**src/cache_defines.svh**
```systemverilog
// cache geometry and width macros, included by every cache RTL file and the testbench
`ifndef CACHE_DEFINES_SVH
`define CACHE_DEFINES_SVH

// set-associative geometry
`define NUM_SETS 8
`define NUM_WAYS 4
`define SET_BITS 3
`define WAY_BITS 2

// flat line storage, set times ways plus way
`define NUM_LINES 32
`define LINE_BITS 5

// word address, set in the low bits and tag above
`define ADDR_BITS 16
`define TAG_BITS 13

// one cached word per line
`define DATA_BITS 64

`endif
```
**src/hdl/cache_pkg.sv**
```systemverilog
// shared types of the data cache, referenced by scoped name from the RTL and the testbench
`include "cache_defines.svh"

package cache_pkg;

	// word address, low bits select the set
	typedef logic [`ADDR_BITS-1:0] addr_t;

	// set number
	typedef logic [`SET_BITS-1:0] set_idx_t;

	// stored tag, upper address bits
	typedef logic [`TAG_BITS-1:0] tag_t;

	// way number inside a set
	typedef logic [`WAY_BITS-1:0] way_t;

	// one flag per way
	typedef logic [`NUM_WAYS-1:0] way_vec_t;

	// cached data word
	typedef logic [`DATA_BITS-1:0] word_t;

	// controller states
	// IDLE waits for a request, LOOKUP checks the tags,
	// MISS_WAIT waits on memory, FILL answers a miss and writes the line
	typedef enum logic [1:0] {
		IDLE,
		LOOKUP,
		MISS_WAIT,
		FILL
	} ctrl_state_t;

endpackage

```
**src/hdl/fill_if.sv**
```systemverilog
// line update bus from the cache controller to the storage array and the victim selector
`timescale 1ns/1ns
`include "cache_defines.svh"

interface fill_if;

	// write strobe for one line
	logic fill;
	// target line
	cache_pkg::set_idx_t set;
	cache_pkg::way_t way;
	// new contents
	cache_pkg::tag_t tag;
	cache_pkg::word_t data;

	// controller drives every field
	modport ctrl (output fill, set, way, tag, data);

	// storage takes the whole line
	modport array (input fill, set, way, tag, data);

	// pointer update only needs the set
	modport victim (input fill, set);

endinterface

```
**src/hdl/dcache_top.sv**
```systemverilog
// blocking write-through data cache top, processor port on one side and memory port on the other
`timescale 1ns/1ns
`include "cache_defines.svh"

module dcache_top (
	input  logic              clock,
	input  logic              reset,
	// processor side
	input  logic              proc_req,
	input  logic              proc_write,
	input  cache_pkg::addr_t  proc_addr,
	input  cache_pkg::word_t  proc_wdata,
	output logic              proc_resp,
	output cache_pkg::word_t  proc_rdata,
	output logic              proc_hit,
	// memory side
	output logic              mem_req,
	output logic              mem_write,
	output cache_pkg::addr_t  mem_addr,
	output cache_pkg::word_t  mem_wdata,
	input  logic              mem_resp,
	input  cache_pkg::word_t  mem_rdata
);

	// line update bus
	fill_if upd_bus ();

	// lookup path
	cache_pkg::set_idx_t              lookup_set;
	cache_pkg::tag_t                  lookup_tag;
	cache_pkg::tag_t [`NUM_WAYS-1:0]  set_tags;
	cache_pkg::way_vec_t              set_valids;
	cache_pkg::word_t                 rd_data;
	logic                             hit;
	cache_pkg::way_t                  hit_way;
	// replacement
	cache_pkg::way_t                  victim_way;
	logic                             alloc;

	miss_control ctrl (
		.clock      (clock),
		.reset      (reset),
		.proc_req   (proc_req),
		.proc_write (proc_write),
		.proc_addr  (proc_addr),
		.proc_wdata (proc_wdata),
		.hit        (hit),
		.hit_way    (hit_way),
		.victim_way (victim_way),
		.rd_data    (rd_data),
		.mem_resp   (mem_resp),
		.mem_rdata  (mem_rdata),
		.lookup_set (lookup_set),
		.lookup_tag (lookup_tag),
		.alloc      (alloc),
		.proc_resp  (proc_resp),
		.proc_rdata (proc_rdata),
		.proc_hit   (proc_hit),
		.mem_req    (mem_req),
		.mem_write  (mem_write),
		.mem_addr   (mem_addr),
		.mem_wdata  (mem_wdata),
		.upd        (upd_bus.ctrl)
	);

	// data word read out at the hit way
	cache_array array (
		.clock      (clock),
		.reset      (reset),
		.rd_set     (lookup_set),
		.rd_way     (hit_way),
		.upd        (upd_bus.array),
		.set_tags   (set_tags),
		.set_valids (set_valids),
		.rd_data    (rd_data)
	);

	way_match match (
		.req_tag    (lookup_tag),
		.set_tags   (set_tags),
		.set_valids (set_valids),
		.hit        (hit),
		.hit_way    (hit_way)
	);

	victim_select victim (
		.clock      (clock),
		.reset      (reset),
		.set        (lookup_set),
		.set_valids (set_valids),
		.alloc      (alloc),
		.upd        (upd_bus.victim),
		.victim_way (victim_way)
	);

endmodule

```
**src/hdl/miss_control.sv**
```systemverilog
// cache controller FSM: takes requests, resolves hit or miss, talks to memory and drives fills
`timescale 1ns/1ns
`include "cache_defines.svh"

module miss_control (
	input  logic                 clock,
	input  logic                 reset,
	// processor request
	input  logic                 proc_req,
	input  logic                 proc_write,
	input  cache_pkg::addr_t     proc_addr,
	input  cache_pkg::word_t     proc_wdata,
	// lookup results
	input  logic                 hit,
	input  cache_pkg::way_t      hit_way,
	input  cache_pkg::way_t      victim_way,
	input  cache_pkg::word_t     rd_data,
	// memory read return
	input  logic                 mem_resp,
	input  cache_pkg::word_t     mem_rdata,
	// lookup address toward the array
	output cache_pkg::set_idx_t  lookup_set,
	output cache_pkg::tag_t      lookup_tag,
	// marks a fill as a miss allocation
	output logic                 alloc,
	// processor response
	output logic                 proc_resp,
	output cache_pkg::word_t     proc_rdata,
	output logic                 proc_hit,
	// memory request
	output logic                 mem_req,
	output logic                 mem_write,
	output cache_pkg::addr_t     mem_addr,
	output cache_pkg::word_t     mem_wdata,
	// line update
	fill_if.ctrl                 upd
);

	cache_pkg::ctrl_state_t state;

	// registered request
	logic             req_write;
	cache_pkg::addr_t req_addr;
	cache_pkg::word_t req_wdata;

	// able to take a request this cycle
	logic ready;

	// address split, set in the low bits
	assign lookup_set = req_addr[`SET_BITS-1:0];
	assign lookup_tag = req_addr[`ADDR_BITS-1:`SET_BITS];

	// requests only start from IDLE
	assign ready = (state == cache_pkg::IDLE);

	// state and strobes
	always_ff @(posedge clock) begin
		if (reset) begin
			state     <= cache_pkg::IDLE;
			proc_resp <= 1'b0;
			mem_req   <= 1'b0;
			upd.fill  <= 1'b0;
			alloc     <= 1'b0;
		end else begin
			// strobes last one cycle
			proc_resp <= 1'b0;
			mem_req   <= 1'b0;
			upd.fill  <= 1'b0;
			alloc     <= 1'b0;
			case (state)
				cache_pkg::IDLE: begin
					if (proc_req) begin
						state <= cache_pkg::LOOKUP;
					end
				end
				cache_pkg::LOOKUP: begin
					if (req_write) begin
						// write through, answer at once
						// hit also refreshes the cached copy
						proc_resp <= 1'b1;
						mem_req   <= 1'b1;
						upd.fill  <= hit;
						state     <= cache_pkg::IDLE;
					end else if (hit) begin
						proc_resp <= 1'b1;
						state     <= cache_pkg::IDLE;
					end else begin
						// read miss, fetch the word
						mem_req <= 1'b1;
						state   <= cache_pkg::MISS_WAIT;
					end
				end
				cache_pkg::MISS_WAIT: begin
					if (mem_resp) begin
						proc_resp <= 1'b1;
						upd.fill  <= 1'b1;
						alloc     <= 1'b1;
						state     <= cache_pkg::FILL;
					end
				end
				cache_pkg::FILL: begin
					// line lands at this edge
					state <= cache_pkg::IDLE;
				end
				default: begin
					state <= cache_pkg::IDLE;
				end
			endcase
		end
	end

	// request capture and payload
	always_ff @(posedge clock) begin
		if (ready && proc_req) begin
			req_write <= proc_write;
			req_addr  <= proc_addr;
			req_wdata <= proc_wdata;
		end
		case (state)
			cache_pkg::LOOKUP: begin
				// response and memory fields for hit and write paths
				proc_rdata <= rd_data;
				proc_hit   <= hit;
				mem_write  <= req_write;
				mem_addr   <= req_addr;
				mem_wdata  <= req_wdata;
				// write hit updates the matching way
				upd.set    <= lookup_set;
				upd.way    <= hit_way;
				upd.tag    <= lookup_tag;
				upd.data   <= req_wdata;
			end
			cache_pkg::MISS_WAIT: begin
				if (mem_resp) begin
					proc_rdata <= mem_rdata;
					proc_hit   <= 1'b0;
					// memory word goes into the victim
					upd.set    <= lookup_set;
					upd.way    <= victim_way;
					upd.tag    <= lookup_tag;
					upd.data   <= mem_rdata;
				end
			end
			default: begin
			end
		endcase
	end

	// requester waits for each response before the next request
	req_when_ready_a: assert property (
		@(posedge clock) disable iff (reset)
		proc_req |-> ready
	) else $error("proc_req while busy, state=%s", state.name());

	// memory answers only the one outstanding read
	resp_in_wait_a: assert property (
		@(posedge clock) disable iff (reset)
		mem_resp |-> (state == cache_pkg::MISS_WAIT)
	) else $error("mem_resp outside MISS_WAIT, state=%s", state.name());

endmodule

```
**src/hdl/victim_select.sv**
```systemverilog
// replacement choice for a miss, first invalid way or else a per-set round-robin pointer
`timescale 1ns/1ns
`include "cache_defines.svh"

module victim_select (
	input  logic                 clock,
	input  logic                 reset,
	// set under lookup and its valids
	input  cache_pkg::set_idx_t  set,
	input  cache_pkg::way_vec_t  set_valids,
	// fill is a miss allocation
	input  logic                 alloc,
	fill_if.victim               upd,
	output cache_pkg::way_t      victim_way
);

	// one pointer per set
	cache_pkg::way_t rr_ptr [`NUM_SETS];

	// lowest invalid way
	cache_pkg::way_t free_way;
	logic any_free;

	always_comb begin
		free_way = '0;
		for (int w = `NUM_WAYS - 1; w >= 0; w--) begin
			if (!set_valids[w]) begin
				free_way = cache_pkg::way_t'(w);
			end
		end
	end

	assign any_free = |(~set_valids);

	// full set falls back to the pointer
	assign victim_way = any_free ? free_way : rr_ptr[set];

	// pointer moves on every miss fill, invalid way or not
	always_ff @(posedge clock) begin
		if (reset) begin
			for (int s = 0; s < `NUM_SETS; s++) begin
				rr_ptr[s] <= '0;
			end
		end else if (upd.fill && alloc) begin
			// wraps modulo the way count
			rr_ptr[upd.set] <= rr_ptr[upd.set] + 1'b1;
		end
	end

endmodule

```
**src/hdl/way_match.sv**
```systemverilog
// tag compare over the ways of one set, giving the hit flag and the hit way
`timescale 1ns/1ns
`include "cache_defines.svh"

module way_match (
	input  cache_pkg::tag_t                  req_tag,
	input  cache_pkg::tag_t [`NUM_WAYS-1:0]  set_tags,
	input  cache_pkg::way_vec_t              set_valids,
	output logic                             hit,
	output cache_pkg::way_t                  hit_way
);

	// per-way match
	cache_pkg::way_vec_t hits;

	// only valid ways take part
	always_comb begin
		for (int w = 0; w < `NUM_WAYS; w++) begin
			hits[w] = set_valids[w] && (set_tags[w] == req_tag);
		end
	end

	// lowest index wins
	// scan downward so the last assignment is the lowest way
	always_comb begin
		hit_way = '0;
		for (int w = `NUM_WAYS - 1; w >= 0; w--) begin
			if (hits[w]) begin
				hit_way = cache_pkg::way_t'(w);
			end
		end
	end

	assign hit = |hits;

	// allocation never places one tag in two ways of a set
	one_hit_a: assert final ($onehot0(hits))
		else $error("more than one way hits, hits=%b", hits);

endmodule

```
**src/hdl/cache_array.sv**
```systemverilog
// data, tag and valid storage for all cache lines, read by set and written by the fill bus
`timescale 1ns/1ns
`include "cache_defines.svh"

module cache_array (
	input  logic                                  clock,
	input  logic                                  reset,
	// lookup side
	input  cache_pkg::set_idx_t                   rd_set,
	input  cache_pkg::way_t                       rd_way,
	// line writes
	fill_if.array                                 upd,
	// whole set for the tag compare
	output cache_pkg::tag_t [`NUM_WAYS-1:0]       set_tags,
	output cache_pkg::way_vec_t                   set_valids,
	// word of the selected way
	output cache_pkg::word_t                      rd_data
);

	// flat line storage
	cache_pkg::word_t data_mem [`NUM_LINES];
	cache_pkg::tag_t  tag_mem [`NUM_LINES];
	logic [`NUM_LINES-1:0] valid_mem;

	// line being written
	logic [`LINE_BITS-1:0] wr_line;

	// line number of a set and way
	// set times ways plus way, ways being a power of two
	function automatic logic [`LINE_BITS-1:0] line_of(
		input cache_pkg::set_idx_t s,
		input cache_pkg::way_t     w
	);
		return {s, w};
	endfunction

	assign wr_line = line_of(upd.set, upd.way);

	// combinational readout of the indexed set
	always_comb begin
		for (int w = 0; w < `NUM_WAYS; w++) begin
			set_tags[w]   = tag_mem[line_of(rd_set, cache_pkg::way_t'(w))];
			set_valids[w] = valid_mem[line_of(rd_set, cache_pkg::way_t'(w))];
		end
	end

	// hit word, way comes from the tag match
	assign rd_data = data_mem[line_of(rd_set, rd_way)];

	// valid bits
	always_ff @(posedge clock) begin
		if (reset) begin
			valid_mem <= '0;
		end else if (upd.fill) begin
			// a fill always leaves the line valid
			valid_mem[wr_line] <= 1'b1;
		end
	end

	// tag and data written together
	always_ff @(posedge clock) begin
		if (upd.fill) begin
			data_mem[wr_line] <= upd.data;
			tag_mem[wr_line]  <= upd.tag;
		end
	end

	// controller must hand over a real set with every fill
	set_known_a: assert property (
		@(posedge clock) disable iff (reset)
		upd.fill |-> !$isunknown(upd.set)
	) else $error("fill with unknown set");

endmodule

```
**config.mk**
```make
export PLATFORM = sky130hd
export DESIGN_NAME = dcache_top
export DESIGN_NICKNAME = d
export VERILOG_FILES = /design/src/hdl/cache_pkg.sv /design/src/hdl/fill_if.sv /design/src/hdl/dcache_top.sv /design/src/hdl/miss_control.sv /design/src/hdl/victim_select.sv /design/src/hdl/way_match.sv /design/src/hdl/cache_array.sv
export VERILOG_INCLUDE_DIRS = /design/src
export SDC_FILE = /design/constraint.sdc
export NUM_CORES = 2
export LEC_CHECK = 0
export BUFFER_PORTS_ARGS = -buffer_cell sky130_fd_sc_hd__buf_4
export CORE_UTILIZATION = 50
export DETAILED_ROUTE_END_ITERATION = 6
export GPL_ROUTABILITY_DRIVEN = 1
export GPL_TIMING_DRIVEN = 0
export PLACE_DENSITY = 0.62
export SYNTH_ARGS = -nofsm -noshare
export SYNTH_HDL_FRONTEND = slang
export SYNTH_HIERARCHICAL = 1
export SYNTH_SLANG_ARGS = --single-unit
```
**constraint.sdc**
```tcl
create_clock -name clock -period 16.6 [get_ports clock]
set_input_delay 0.83 -clock clock [delete_from_list [all_inputs] [get_ports clock]]
set_output_delay 0.83 -clock clock [all_outputs]
set_load 0.005 [all_outputs]
```
# Word level (Yosys, flattened, before mapping)
# Memories as Yosys holds them, arrays and structs flattened. A register that Yosys moved wholly into a read port is not among the register bits.
# Index checks and enable logic that the tools add are counted.
op_classes:
  addsub: 1
  multipliers: 0
  div: 0
  magnitude_cmp: 6
  eq_ne: 9
  n_shift: 0
  n_mux: 59
  n_bitwise: 4
  reduce_logical: 16
op_table:
  columns: ["op", "count"]
  rows:
  - ["$pmux W64 S2", 2]
  - ["$mux W64", 1]
  - ["$eq A13 B13 Y1", 4]
  - ["$or A32 B32 Y32", 1]
  - ["$lt A5 B6 Y1 const B", 5]
  - ["$mux W2", 15]
  - ["$pmux W13 S2", 1]
  - ["$mux W1", 20]
  - ["$mux W5", 4]
  - ["$mux W13", 1]
  - ["$bmux W1 S3", 4]
  - ["$mux W3", 4]
  - ["$pmux W2 S4", 1]
  - ["$reduce_or A4 Y1", 2]
  - ["$logic_and A1 B1 Y1", 7]
  - ["$pmux W1 S2", 3]
  - ["$pmux W3 S2", 1]
  - ["$reduce_or A2 Y1", 3]
  - ["$demux W1 S5", 1]
  - ["$ge A5 B1 Y1 const B", 1]
  - ["$eq A2 B2 Y1 const B", 2]
  - ["$ne A2 B2 Y1 const B", 2]
  - ["$not A4 Y4", 1]
  - ["$pmux W2 S2", 1]
  - ["6 further kinds", 8]
word_totals:
  regBits: 347
  latchBits: 0
  mem_bits_rw: 2480
  romBits: 0
  in_bits: 149
  out_inout_bits: 148
  word_cells: 116
  mem_count: 3
mem_list:
  columns: ["name", "depth", "word_bits", "rd", "rd_ports_with_merged_regs", "write_ports", "line", "text"]
  rows:
  - ["array.data_mem", 32, 64, 1, 0, 1, "cache_array.sv:21", "cache_pkg::word_t data_mem [`NUM_LINES];"]
  - ["array.tag_mem", 32, 13, 4, 4, 1, "cache_array.sv:22", "cache_pkg::tag_t tag_mem [`NUM_LINES];"]
  - ["victim.rr_ptr", 8, 2, 2, 2, 8, "victim_select.sv:18", "cache_pkg::way_t rr_ptr [`NUM_SETS];"]

# Longest topological paths before layout
depth:
  depth_word: 9
  mapped_depth: 21
  ltp_nobuf: 13

# Modules after synthesis
# The synthesis kept the hierarchy.
by_module_without_submodules:
  columns: ["mod", "n_inst", "cells_each", "area_per_inst_um2", "seq_area_each_um2"]
  rows:
  - ["cache_array", 1, 4003, 93896.3, 74631.6]
  - ["miss_control", 1, 689, 11204.5, 9399.0]
  - ["victim_select", 1, 76, 962.2, 480.5]
  - ["way_match", 1, 92, 735.7, 0.0]

# Least setup slack after synthesis
# Ideal clock, no wire load.
synth_path:
  path_kind: "register -> register"
  startpoint: "reg ctrl.state[0]"
  endpoint: "reg ctrl.proc_hit (enable)"
  setup_time_ps: 672
  t_arrival_ps: 7559
  required_time_ps: 15928
  setup_slack_ps: 8370
  stages_incl_launch_ff: 7
  path_buffers: 3
  synth_period_minus_slack_ps: 8230
  path_cell_list: "dfxtp_1 -> inv_1 -> ha_1 -> buf_6 -> buf_6 -> buf_6 -> o21ai_1"
synth_between:
  elab_chain_len: 3
  word_cells_on_any_way: 5
  classes_between: "eq/ne (3); reduce/logical (2)"
synth_lines:
  columns: ["element", "line", "text"]
  rows:
  - ["from (decl)", "miss_control.sv:39", "cache_pkg::ctrl_state_t state;"]
  - ["from (signal assigned)", "miss_control.sv:59", "state <= cache_pkg::IDLE;"]
  - ["from (signal assigned)", "miss_control.sv:73", "state <= cache_pkg::LOOKUP;"]
  - ["from (signal assigned)", "miss_control.sv:83", "state <= cache_pkg::IDLE;"]
  - ["$eq A2 B2 Y1 / $eq A2 B1 Y1 (equally long branches)", "miss_control.sv:119", "case (state)"]
  - ["$ne A2 B2 Y1 (no source line) / $reduce_bool A2 Y1 (equally long branches)", null, null]
  - ["$reduce_and A2 Y1 (no source line) *", null, null]
  - ["to (signal assigned)", "miss_control.sv:123", "proc_hit <= hit;"]
  - ["to (decl)", "miss_control.sv:29", "output logic proc_hit,"]
# Mark *: on every way between the ends. The rest lies on a longest branch, timed or not.
# A chain may end at the register's enable or synchronous reset.

# Worst setup path after layout
layout_path:
  startpoint: "reg ctrl.req_addr[0]"
  endpoint: "reg ctrl.proc_rdata[53], data pin"
layout_between:
  elab_chain_len: 9
  word_cells_on_any_way: 18
  classes_between: "mux (13); reduce/logical (4); memory (1)"
layout_lines:
  columns: ["element", "line", "text"]
  rows:
  - ["from (decl)", "miss_control.sv:43", "cache_pkg::addr_t req_addr;"]
  - ["from (signal assigned)", "miss_control.sv:116", "req_addr <= proc_addr;"]
  - ["$bmux W1 S3", "cache_array.sv:43", "set_valids[w] = valid_mem[line_of(rd_set, cache_pkg::way_t'(w))];"]
  - ["$mux W1 (implied by the code)", "cache_array.sv:43", null]
  - ["$logic_and A1 B1 Y1", "way_match.sv:19", "hits[w] = set_valids[w] && (set_tags[w] == req_tag);"]
  - ["$mux W2 (3 in a row)", "way_match.sv:28", "if (hits[w]) begin"]
  - ["$mux W2 *", "way_match.sv:28", null]
  - ["net hit_way[1]", "dcache_top.sv:35", "cache_pkg::way_t hit_way;"]
  - ["$mem_v2 Z32 W64 *", null, null]
  - ["net rd_data[53]", "dcache_top.sv:33", "cache_pkg::word_t rd_data;"]
  - ["$pmux W64 S2 *", "miss_control.sv:119", null]
  - ["to (signal assigned)", "miss_control.sv:122", "proc_rdata <= rd_data;"]
  - ["to (signal assigned)", "miss_control.sv:135", "proc_rdata <= mem_rdata;"]
  - ["to (decl)", "miss_control.sv:28", "output cache_pkg::word_t proc_rdata,"]
# Mark *: on every way through the listed nets, which the timed path passes. The rest lies on a longest branch. The select of a mux whose other input is x is not followed.

==> summary.txt <==
Synthesis
  • EDFF count, synth: approximately 2800
  • Simple-gate share of the synthesized area: 0.0202
  • Post-synth cell types: 52
  • Synth warn: 6
  • Multiplexer share of the synthesized area: 0.138
  • Post-synthesis adder-cell area fraction: 0.000703
  • Top FF cell, synth: edfxtp_1
  • Most frequent cells after synthesis: 2789 x edfxtp_1, 594 x mux4_2, 226 x o22ai_1
  • Synth area leader: edfxtp_1
  • Synthesized area per cell: roughly 22 sq um
  • Cell count after synthesis: 4860
  • Seq cells post-synth: 2827
  • Seq/Total Area, Yosys: 0.791
  • Syn_nets: 5015
  • Top-count cell post-synth: edfxtp_1
  • Area contributors post-synth: edfxtp_1 78%, mux4_2 13%, o22ai_1 1.3%, dfxtp_1 0.71%, mux2_2 0.61%
  • Post-synth ARST share: 0
  • Complex-gate fraction of the synthesized area: 0.0255
  • Largest family of logic cells by synthesized area: multiplexers
  • Mapped cell area: 0.107 sq mm
  • Yosys top cell area share: 0.784
  • Post-Synth XOR/XNOR Area: 0.00485

Setup path
  • Required @ worst endpoint: 17.37 ns
  • WS Path Type: reg2reg
  • Largest fanout on the critical path: 10
  • Critical Path AT: between 9 and 10 ns
  • CP Capture Type: flop
  • Crit path launch type: flop

Floorplan
  • Die ar.: between 0.2 and 0.25 sq mm
  • Die Wd: roughly 460 um
  • I/O pins: about 300
  • Initial core utilization: 0.504
  • Core area: 0.212 sq mm
  • Die height: 464 um
  • Row cnt: 169

STA
  • Clock skew: 0.0422 ns
  • Fin crit share: 0.549
  • Slew @ Worst Pin: 1.56 ns
  • Final hold vios: 0
  • RSZ-0062 raised after global routing: false
  • Fin crit period: 9.12 ns
  • Normalized max-slew margin: -0.0419
  • Upper clock frequency limit: 110 MHz
  • Setup TNS: 0 ns
  • Final setup viols: 0
  • Slew Limit Fails: 22

Drt
  • M1 WL: 120000 um
  • Vias: roughly 54000
  • DR WL met2: 143000 um
  • Initial DRT Pass Iterations: 7
  • Initial DRC count: slightly above 7000
  • Max Used Layer: met5
  • Drt drc: 112
  • WL met3: between 20000 and 30000 um
  • Total Routed Length: between 300000 and 400000 um
  • Post-DR vias/cell: 6.30
  • Post-DRT Antenna Nets: 0
  • WL/cell: 34.9 um

Run status
  • Failing checks: DRC, capacitance limit, slew limit
  • Status: finished, violations left

Finish
  • Layout cells sized above 1: 0.296
  • Synth-to-layout area growth: 17.4%
  • Non-filler cells, final: 8642
  • Final nets: 5768
  • Layout Utilization: 0.591
  • Filler Cell Count: ~15000
  • Multi-input logic area: 0.0205 sq mm
  • Flip-flop and latch area: 0.0845 sq mm

Power
  • Clock share of power: 0.421
  • Switching power: roughly 3300 uW
  • Int Power: ~12000 uW
  • Sw Share: 0.213
  • Comb pwr share: 0.036
  • Reg power frac: 0.542
  • Power Total: around 15000 uW
  • Worst IR drop on VDD: 0.112 mV
  • Static Leak: 0.0396 uW
  • Power Density: roughly 120 mW/mm^2

GRT
  • First-pass GRT wire length: 417000 um
  • Initial antenna violation count: 12
  • Largest net degree at the start of global routing: just under 50
  • Grt ovf: 0
  • Total GRT Usage: 0.280
  • Vias in the first global route: 54600

Placement
  • Dpl hpwl: 197000 um
  • Placer Congestion: 0.804
  • Post-Place Cells: 8128
  • IO buf count: 296

Clock network
  • Clock Pin Slew Worst Setup and Hold Paths: ~0.060 ns
  • CTS Buf Count: 304
  • Post-cts resize count: 0
  • CTS H-tree depth: 5
  • Hold-fix buffers at CTS: 0
  • CTS root buf: clkbuf_16
  • Post-CTS Setup Repair Bufs: 0
  • Worst-case clock buffer depth: 4
  • Clock tree from TritonCTS: built
  • Clock latency on the worst-skew pair: between 0.9 and 1 ns
  • Clock sinks: 2827

Job
  • Max Cap Viol: 2

Min path
  • Hold WC Path Type: in2reg
==> state kept, by name (all words and copies together) (netlist names), 32 cells and up, named ones only <==
register / cells
array/data_mem: 2048
array/tag_mem: 416
array/valid_mem: 32
ctrl/mem_wdata: 64
ctrl/proc_rdata: 64
ctrl/req_wdata: 64
ctrl/upd.data: 64
==> final timing paths <==
path / endpoint / slack, ns / cells after the start / start
setup / recovery: ctrl/proc_rdata[53] / 7.48 / 18 / ctrl/req_addr[0]
hold / removal: ctrl/req_wdata[62] / 0.07 / 1 / proc_wdata[62]
setup reg to reg: ctrl/proc_rdata[53] / 7.48 / 18 / ctrl/req_addr[0]
hold reg to reg: ctrl/mem_wdata[28] / 0.45 / 0 / ctrl/req_wdata[28]
==> layout make-up <==
| cell class | count | area share |
|---|---|---|
| Tap cell | 2821 | 0.0282 |
| Antenna cell | 2 | 0.0000399 |
| Buffer | 254 | 0.0127 |
| Sequential cell | 2827 | 0.674 |
| Timing Repair Buffer | 447 | 0.0440 |
| Clock inverter | 137 | 0.00963 |
| Inverter | 133 | 0.00398 |
| Multi-Input combinational cell | 1646 | 0.163 |
| Clock buffer | 375 | 0.0639 |
==> cells in the final DEF, fill, tap and decap left out, types with 7 or more instances in the layout <==
| cell type | n |
|---|---|
| buf_2 | 83 |
| buf_6 | 41 |
| o21ai_1 | 66 |
| mux2_2 | 58 |
| clkbuf_2 | 8 |
| o21ai_0 | 64 |
| a22oi_1 | 12 |
| dfxtp_1 | 38 |
| nand2b_1 | 36 |
| clkinv_1 | 61 |
| nor4_1 | 56 |
| buf_16 | 36 |
| xnor2_1 | 48 |
| edfxtp_1 | 2789 |
| nor2b_1 | 51 |
| a2111oi_1 | 7 |
| a211oi_1 | 22 |
| o22ai_1 | 226 |
| inv_1 | 132 |
| nor2_1 | 90 |
| mux4_2 | 594 |
| nor2_4 | 32 |
| clkinv_2 | 44 |
| buf_4 | 343 |
| o221ai_1 | 22 |
| buf_1 | 13 |
| clkbuf_1 | 123 |
| nand4_1 | 14 |
| clkbuf_16 | 310 |
| mux2i_1 | 65 |
| nand3_1 | 13 |
| buf_12 | 117 |
| and2_1 | 9 |
| bufinv_16 | 22 |
| nand2_1 | 106 |
==> power groups by stage <==
| stage | registers, uW | clock network, uW | logic (uW) |
|---|---|---|---|
| after floorplan | 8370 | 0 | 247 |
| after global placement | 8470 | 0 | 530 |
| after detailed placement | 8450 | 0 | 555 |
| after CTS | 8300 | 6490 | 558 |
| after global routing | 8320 | 6760 | 583 |
| final | 8300 | 6450 | 556 |
==> metrics by stage <==
stage               cell area (sq um)  setup WS [ns]  hold WS [ns]
global route                   125000           7.58        0.0414
CTS                            125000           7.80        0.0184
detailed placement             116000           7.94         0.432
global placement               113000           1.49         0.434
floorplan                      107000           8.37         0.426
finish                         125000           7.48        0.0671
==> critical path, cell delays in order (launching register included) <==
cell      delay, ns
edfxtp_1       0.53
buf_2          0.29
clkbuf_1       0.81
buf_2          0.54
mux4_2         0.58
mux2_2         0.30
xnor2_2        0.19
nand4_1        0.19
nor4_1         0.64
nor2_1         0.18
nor3_1         0.87
buf_2          0.34
clkbuf_1       1.16
buf_2          0.55
mux4_2         0.28
o22ai_1        0.09
nor4_1         1.14
inv_1          0.12
o21ai_1        0.16
==> layer usage <==
metal,global-route usage,vias to the layer above
li1,-,21800
met1,0.397,29200
met2,0.439,2954
met3,0.0572,522
met4,0.0908,2
met5,0,-
==> cell families after synthesis <==
logic type,count (synthesis)
flops,2827
mux,719
compound gates,435
simple gates,432
buf+inv,387
xor+xnor,54
fa+ha+maj,6
(Power assumes the default switching activity.)
